==> src/hdl/bgPkg.sv <==
package bgPkg;

	// sram side: 20-bit word address, 16-bit data
	localparam int unsigned SramAddrWidth = 20;
	// frame buffer addresses are word addresses too
	localparam int unsigned FbAddrWidth = 19;
	localparam int unsigned WordWidth = 16;

	// sizes kept small for simulation
	localparam int unsigned BgWords = 64;
	// each background is followed by a single marker word
	localparam int unsigned BgStride = BgWords + 1;
	// frame buffer holds exactly one background
	localparam int unsigned FbWords = BgWords;
	// bits that actually index the frame buffer array
	localparam int unsigned FbIndexWidth = $clog2(FbWords);

	// only a word strictly above this ends a load
	localparam logic [WordWidth-1:0] EndMarker = 16'hF000;

	typedef enum logic [1:0] {
		BgZero,
		BgOne,
		BgTwo,
		BgThree
	} bgSelT;

	typedef enum logic [2:0] {
		Idle,
		Request,
		WaitData,
		Write
	} loaderStateT;

	// selection write strobe from outside
	typedef struct packed {
		logic valid;
		bgSelT sel;
	} cfgWriteT;

	// one read request per word
	typedef struct packed {
		logic valid;
		logic [SramAddrWidth-1:0] addr;
	} sramReqT;

	typedef struct packed {
		logic valid;
		logic [WordWidth-1:0] data;
	} sramRespT;

	typedef struct packed {
		logic valid;
		logic [FbAddrWidth-1:0] addr;
		logic [WordWidth-1:0] data;
	} fbWriteT;

	// done pulses, truncated and wordCount hold until the next start
	typedef struct packed {
		logic done;
		logic truncated;
		logic [FbAddrWidth:0] wordCount;
	} loadStatusT;

endpackage
==> src/hdl/bgLoadTop.sv <==
module bgLoadTop (
	input logic Clk,
	input logic rstN,
	input bgPkg::cfgWriteT cfgWrite,
	input logic loadStart,
	output bgPkg::sramReqT sramReq,
	input bgPkg::sramRespT sramResp,
	input logic [bgPkg::FbAddrWidth-1:0] fbRdAddr,
	output logic [bgPkg::WordWidth-1:0] fbRdData,
	output logic busy,
	output bgPkg::loadStatusT status
);

	// start of the selected background in sram
	logic [bgPkg::SramAddrWidth-1:0] baseAddr;

	// loader to frame buffer write port
	bgPkg::fbWriteT fbWrite;

	// selection register and base address
	bgConfig config_i (
		.Clk(Clk),
		.rstN(rstN),
		.cfgWrite(cfgWrite),
		.baseAddr(baseAddr)
	);

	// copy engine, sram in and frame buffer out
	bgLoader loader_i (
		.Clk(Clk),
		.rstN(rstN),
		.loadStart(loadStart),
		.baseAddr(baseAddr),
		.sramReq(sramReq),
		.sramResp(sramResp),
		.fbWrite(fbWrite),
		.busy(busy),
		.status(status)
	);

	// on-chip storage
	// read port goes straight to the top for checking
	frameBuffer fb_i (
		.Clk(Clk),
		.fbWrite(fbWrite),
		.fbRdAddr(fbRdAddr),
		.fbRdData(fbRdData)
	);

endmodule

==> src/hdl/frameBuffer.sv <==
module frameBuffer (
	input logic Clk,
	input bgPkg::fbWriteT fbWrite,
	input logic [bgPkg::FbAddrWidth-1:0] fbRdAddr,
	output logic [bgPkg::WordWidth-1:0] fbRdData
);

	// word storage, same layout as a block ram
	logic [bgPkg::WordWidth-1:0] mem [bgPkg::FbWords];

	// address range checks
	logic wrInRange;
	logic rdInRange;

	// only the low bits index the array
	logic [bgPkg::FbIndexWidth-1:0] wrIndex;
	logic [bgPkg::FbIndexWidth-1:0] rdIndex;

	assign wrInRange = fbWrite.addr < bgPkg::FbAddrWidth'(bgPkg::FbWords);
	assign rdInRange = fbRdAddr < bgPkg::FbAddrWidth'(bgPkg::FbWords);

	assign wrIndex = fbWrite.addr[bgPkg::FbIndexWidth-1:0];
	assign rdIndex = fbRdAddr[bgPkg::FbIndexWidth-1:0];

	// write port
	// writes past the end are dropped
	always_ff @(posedge Clk)
	begin
		if (fbWrite.valid && wrInRange)
		begin
			mem[wrIndex] <= fbWrite.data;
		end
	end

	// registered read, data appears one cycle after the address
	// out of range reads return zero
	always_ff @(posedge Clk)
	begin
		if (rdInRange)
		begin
			fbRdData <= mem[rdIndex];
		end
		else
		begin
			fbRdData <= '0;
		end
	end

endmodule

==> src/hdl/bgLoader.sv <==
module bgLoader (
	input logic Clk,
	input logic rstN,
	input logic loadStart,
	input logic [bgPkg::SramAddrWidth-1:0] baseAddr,
	output bgPkg::sramReqT sramReq,
	input bgPkg::sramRespT sramResp,
	output bgPkg::fbWriteT fbWrite,
	output logic busy,
	output bgPkg::loadStatusT status
);

	bgPkg::loaderStateT state;
	bgPkg::loaderStateT nextState;

	// address of the next sram word to read
	logic [bgPkg::SramAddrWidth-1:0] sramAddr;
	// address of the next frame buffer word to write
	logic [bgPkg::FbAddrWidth-1:0] fbAddr;
	// word held between response and write
	logic [bgPkg::WordWidth-1:0] wordReg;
	// words written so far in this load
	logic [bgPkg::FbAddrWidth:0] wordCount;
	logic truncated;
	logic donePulse;

	// response classification
	logic isMarker;
	logic atLimit;

	// F000 itself is image data, only larger values end the load
	assign isMarker = sramResp.data > bgPkg::EndMarker;

	// frame buffer already full, nothing more may be written
	assign atLimit = wordCount == (bgPkg::FbAddrWidth + 1)'(bgPkg::FbWords);

	// next state
	// once the buffer is full one more word is read
	// a marker there means the background was complete
	// anything else means the marker is missing and the load is truncated
	always_comb
	begin
		nextState = state;
		unique case (state)
			bgPkg::Idle:
			begin
				// start strobes only count while idle
				if (loadStart)
				begin
					nextState = bgPkg::Request;
				end
			end
			bgPkg::Request:
			begin
				nextState = bgPkg::WaitData;
			end
			bgPkg::WaitData:
			begin
				// latency of the sram varies, just wait for valid
				if (sramResp.valid)
				begin
					if (isMarker || atLimit)
					begin
						nextState = bgPkg::Idle;
					end
					else
					begin
						nextState = bgPkg::Write;
					end
				end
			end
			bgPkg::Write:
			begin
				nextState = bgPkg::Request;
			end
			default:
			begin
				nextState = bgPkg::Idle;
			end
		endcase
	end

	// state, addresses and status
	always_ff @(posedge Clk)
	begin
		if (!rstN)
		begin
			state <= bgPkg::Idle;
			sramAddr <= '0;
			fbAddr <= '0;
			wordCount <= '0;
			truncated <= 1'b0;
			donePulse <= 1'b0;
		end
		else
		begin
			state <= nextState;
			// done is a single-cycle pulse
			donePulse <= 1'b0;
			unique case (state)
				bgPkg::Idle:
				begin
					if (loadStart)
					begin
						// base is captured here, later config writes wait for the next load
						sramAddr <= baseAddr;
						fbAddr <= '0;
						wordCount <= '0;
						truncated <= 1'b0;
					end
				end
				bgPkg::WaitData:
				begin
					if (sramResp.valid)
					begin
						if (isMarker)
						begin
							donePulse <= 1'b1;
						end
						else if (atLimit)
						begin
							// no marker where one should be
							donePulse <= 1'b1;
							truncated <= 1'b1;
						end
					end
				end
				bgPkg::Write:
				begin
					// both sides step one word per write
					sramAddr <= sramAddr + 1'b1;
					fbAddr <= fbAddr + 1'b1;
					wordCount <= wordCount + 1'b1;
				end
				default:
				begin
				end
			endcase
		end
	end

	// response payload, captured for the write cycle
	always_ff @(posedge Clk)
	begin
		if (state == bgPkg::WaitData && sramResp.valid)
		begin
			wordReg <= sramResp.data;
		end
	end

	// one request pulse per Request cycle
	assign sramReq.valid = state == bgPkg::Request;
	assign sramReq.addr = sramAddr;

	// write happens in the cycle after the response
	assign fbWrite.valid = state == bgPkg::Write;
	assign fbWrite.addr = fbAddr;
	assign fbWrite.data = wordReg;

	// busy drops together with the done pulse
	assign busy = state != bgPkg::Idle;

	assign status.done = donePulse;
	assign status.truncated = truncated;
	assign status.wordCount = wordCount;

endmodule

==> src/hdl/bgConfig.sv <==
module bgConfig (
	input logic Clk,
	input logic rstN,
	input bgPkg::cfgWriteT cfgWrite,
	output logic [bgPkg::SramAddrWidth-1:0] baseAddr
);

	// currently selected background
	bgPkg::bgSelT sel;

	// selection register, loaded only on a write strobe
	always_ff @(posedge Clk)
	begin
		if (!rstN)
		begin
			sel <= bgPkg::BgZero;
		end
		else if (cfgWrite.valid)
		begin
			sel <= cfgWrite.sel;
		end
	end

	// base address follows the register, so it changes one cycle
	// after the strobe
	// backgrounds are packed back to back, each with its end word
	always_comb
	begin
		unique case (sel)
			bgPkg::BgZero:
			begin
				baseAddr = '0;
			end
			bgPkg::BgOne:
			begin
				baseAddr = bgPkg::SramAddrWidth'(bgPkg::BgStride);
			end
			bgPkg::BgTwo:
			begin
				baseAddr = bgPkg::SramAddrWidth'(2 * bgPkg::BgStride);
			end
			default:
			begin
				baseAddr = bgPkg::SramAddrWidth'(3 * bgPkg::BgStride);
			end
		endcase
	end

endmodule

==> config.mk <==
export PLATFORM = sky130hd
export DESIGN_NAME = bgLoadTop
export DESIGN_NICKNAME = d
export VERILOG_FILES = /design/src/hdl/bgPkg.sv /design/src/hdl/bgLoadTop.sv /design/src/hdl/frameBuffer.sv /design/src/hdl/bgLoader.sv /design/src/hdl/bgConfig.sv
export SDC_FILE = /design/constraint.sdc
export NUM_CORES = 1
export LEC_CHECK = 0
export BUFFER_PORTS_ARGS = -buffer_cell sky130_fd_sc_hd__buf_4
export CAP_MARGIN = 20
export CORE_UTILIZATION = 35
export CTS_BUF_LIST = sky130_fd_sc_hd__clkbuf_8 sky130_fd_sc_hd__clkbuf_16
export CTS_CLUSTER_DIAMETER = 40
export DETAILED_ROUTE_END_ITERATION = 7
export MAX_ROUTING_LAYER = met4
export SETUP_SLACK_MARGIN = 0.02
export SYNTH_ARGS = -nofsm -noshare
export SYNTH_HDL_FRONTEND = slang
export SYNTH_SLANG_ARGS = --single-unit
==> constraint.sdc <==
create_clock -name Clk -period 3.1 [get_ports Clk]
set_input_delay 0.155 -clock Clk [delete_from_list [all_inputs] [get_ports Clk]]
set_output_delay 0.155 -clock Clk [all_outputs]
set_load 0.005 [all_outputs]
==> flow_summary.yaml <==
status:
  run_status: "complete, but fails checks"
  failed_checks: "antenna rules"
worst_setup_path:
  regToRegEndpoint: "fb_i.mem[53][2]$_DFFE_PP_"
  crit_path_start_kind: "flop"
  timing.critical_path.to_type: "flop"
  arrival_ps: 3210
  timing.critical_path.required_ps: 3510
  setup.worst_path.class: "reg -> reg"
  path_max_fanout: 16
  reg2reg_depth: 7
  r2r_slack_ps: 300
  startpoint_of_the_most_critical_register_to_register_path: "loader_i.state[0]$_SDFFE_PN0P_"
min_path:
  worst_min_delay_path_endpoint: "fb_i.fbRdData[14]$_SDFF_PP0_"
  hold_depth: 4
  worstHoldStart: "fbRdAddr[4]"
  hold_path_class: "in -> reg"
clocking:
  skew_pair_late_insertion_delay_ps: 750
  max-clock-path-buffers: 3
  path_clk_slew_ps: 60
  cts_htree_levels: 4
  ctsResizeCount: 0
  cts_inserted_buffers: 144
  cts_sinks: 1121
  clock-root-buffer: "clkbuf_16"
  tritoncts: "yes"
power:
  total_power_mw: 35.7
  pwr_density_cell_mw_per_mm2: 686
  power.ir.vdd_worst_mv: 0.493
  total_leakage_power_nw: 16.7
timing:
  report.final.slew_viol_count: 0
  timing.final.hold_violations: 0
  finalWorstPathRequiredPeriod_ps: 2800
  totalNegativeSetupSlack_ps: 0
  relSlewSlack_pct: 22.7
  finalClockSkew_ps: 28.2
  final_min_period_over_clock_period_pct: 90.5
  setup_viol_count_final: 0
  rsz_0062_raised_after_global_routing: "no"
  timing.fmax_mhz: 357
  tightest_slew_ps: 1160
synthesis:
  ys_dominant_reg_cell: "edfxtp_1"
  ys_top_cells_by_count: "edfxtp_1, mux4_2, nor2_1"
  synth.yosys.warnings: 0
  yosys-mux-area-fraction_pct: 15.4
  ys_types: 52
  yosysMostFrequentCell: "edfxtp_1"
  synth-seq-cells: 1121
  dominant_combinational_cell_family_by_area_after_synthesis: "multiplexers"
  compound_gate_fraction_of_synth_area_pct: 2.33
  synth_largest_type_area_fraction_pct: 72.1
  yosys.area_share.simple_pct: 3.80
  synthesis.area_mm2: 0.0433
  fraction_of_the_mapped_netlist_area_in_adder_cells_pct: 0.231
  post_synth_main_area_contributors: "edfxtp_1, mux4_2, dfxtp_1"
  synthXorXnorAreaFrac_pct: 0.809
  gate_count_post_synth: 2130
  synthesis.nets: 2180
  async_reset_ff_share_pct: 0
  synth_edf_count: 1040
  synth_top_cell_by_area: "edfxtp_1"
  syn-mean-instance-area_um2: 20.3
  yosysSeqAreaShare_pct: 75.9
global_routing:
  gr_overflow_total: 0
  first_pass_grt_wire_length_mm: 158
  grt_pass1_vias: 22954
  largest_net_degree_at_the_start_of_global_routing: 65
  grt_antenna_before_repair: 7
  grt_usage_pct: 17.8
finish:
  sequential_cell_area_mm2: 0.0329
  design_area_mm2: 0.0520
  flow.area_growth_from_synthesis_pct: 20.2
  post_route_cells_drive_above_1_share_pct: 31.2
  final_core_util_pct: 42.6
  multi_input_area_mm2: 0.00979
  fillers: 10459
  finish.net_count: 2504
place:
  post_dp_cell_area_mm2: 0.0469
  detailedPlacementHpwl_mm: 66.2
  port_buffers: 101
  last_weighted_congestion_value_of_the_routability_driven_placer: 0.843
routing:
  route.top_layer_used: "met4"
  avgRoutedWirePerCell_um: 25.7
  detail_route.wirelength_mm: 108
  met2RoutedLength_mm: 51.2
  detail-route-antenna-nets: 1
  post_drt_via_cell_ratio: 5.31
  routed-wl-met3_mm: 8.30
  detail_route.drc_violations: 0
  routed-via-count: 22320
  drt-initial-drc-count: 2216
  drt_pass1_iterations: 7
  route.layer.met1.wl_mm: 45.9
job:
  cap_violations: 0
floorplan:
  die-area_mm2: 0.125
  std_cell_rows: 128
  die_w_um: 354
  dieHeight_um: 354
  boundaryPins: 102
  initial_core_util_pct: 35.4
  design.core.area_mm2: 0.122
-- cell families after synthesis --
family | after synthesis
muxes | 330
DFF | 1121
AOI/OAI and AO/OA | 150
adders and majority gates | 8
buffers and inverters | 138
xor gates and xnor gates | 40
and+or+nand+nor | 343
-- layout by cell type (no fill, tap or decap), drive strengths merged, types with 12 or more instances in the layout --
master / instances
clkinvlp: 13
nand4: 15
o2111ai: 21
nor3: 19
o22ai: 21
clkinv: 51
clkbuf: 146
dfxtp: 81
o21ai: 42
nand2: 72
edfxtp: 1040
nor2: 126
nor4: 14
nand3: 37
mux2: 21
xnor2: 28
nor2b: 13
a21oi: 16
xor2: 12
o221ai: 18
mux4: 267
bufinv: 15
dlygate4sd3: 27
inv: 60
mux2i: 42
buf: 266
or3: 12
-- worst max-delay path, stage by stage, from the launching register on --
cell	delay (ps)
dfxtp_1	380
ha_1	190
nor4b_1	250
nand4_1	260
nor2_1	270
nand2_1	520
nor2_1	270
buf_4	310
-- worst max-delay path by stage --
stage	start	to	slack [ps]	cells past startpoint
final	loader_i.state[0]$_SDFFE_PN0P_	fb_i.mem[53][2]$_DFFE_PP_	300	7
after global routing	loader_i.state[1]$_SDFFE_PN0P_	fb_i.mem[61][9]$_DFFE_PP_	100	7
after CTS	loader_i.state[1]$_SDFFE_PN0P_	fb_i.mem[59][14]$_DFFE_PP_	290	7
after detailed placement	fbRdAddr[1]	fb_i.fbRdData[15]$_SDFF_PP0_	-350	7
after global placement	fbRdAddr[1]	fb_i.fbRdData[15]$_SDFF_PP0_	-380	7
after floorplan	loader_i.state[0]$_SDFFE_PN0P_	fb_i.mem[63][0]$_DFFE_PP_	590	6
-- final cells by class --
cell class                      count  share of cell area [%]
Antenna cell                        8                  0.0385
Sequential cell                  1121                    63.1
Multi-Input combinational cell    871                    18.8
Inverter                           22                   0.159
Timing Repair Buffer              294                    4.61
Clock inverter                    117                    2.37
Clock buffer                      145                    6.95
Tap cell                         1625                    3.91
-- layer usage --
layer  global-route usage, %  vias up
li1                        -     9458
met1                    23.7    11836
met2                    27.2      856
met3                    4.15      170
met4                    5.29        0
met5                       -        -
-- power breakdown --
part           switching (mW)  internal, mW  leakage, nW
registers              0.0753          16.9         10.0
logic                    1.42         0.716         4.33
clock network            6.64          9.94         2.39
-- sequential cells by signal, indices dropped and copies added, names as in the netlist --
name	flops
config_i.sel	2
fb_i.mem	1024
loader_i.wordCount	20
loader_i.wordReg	16
loader_i.fbAddr	19
fb_i.fbRdData	16
loader_i.sramAddr	20
loader_i.truncated	1
loader_i.state	2
loader_i.donePulse	1
-- per-stage QoR --
step           std cells  setup slack, ps  hold slack [ps]
2_1_floorplan       2130              587              254
3_3_place_gp        3906             -378              343
3_5_place_dp        3906             -346              345
4_1_cts             4195              295             12.0
5_1_grt             4198             95.1             76.1
6_report            4203              296             72.6
-- what timing repair did --
action,4_1_cts,5_1_grt
setup buffers,0,0
hold endpoints to repair,55,0
hold buffers,27,0
Power figures use the tool's default switching activity.
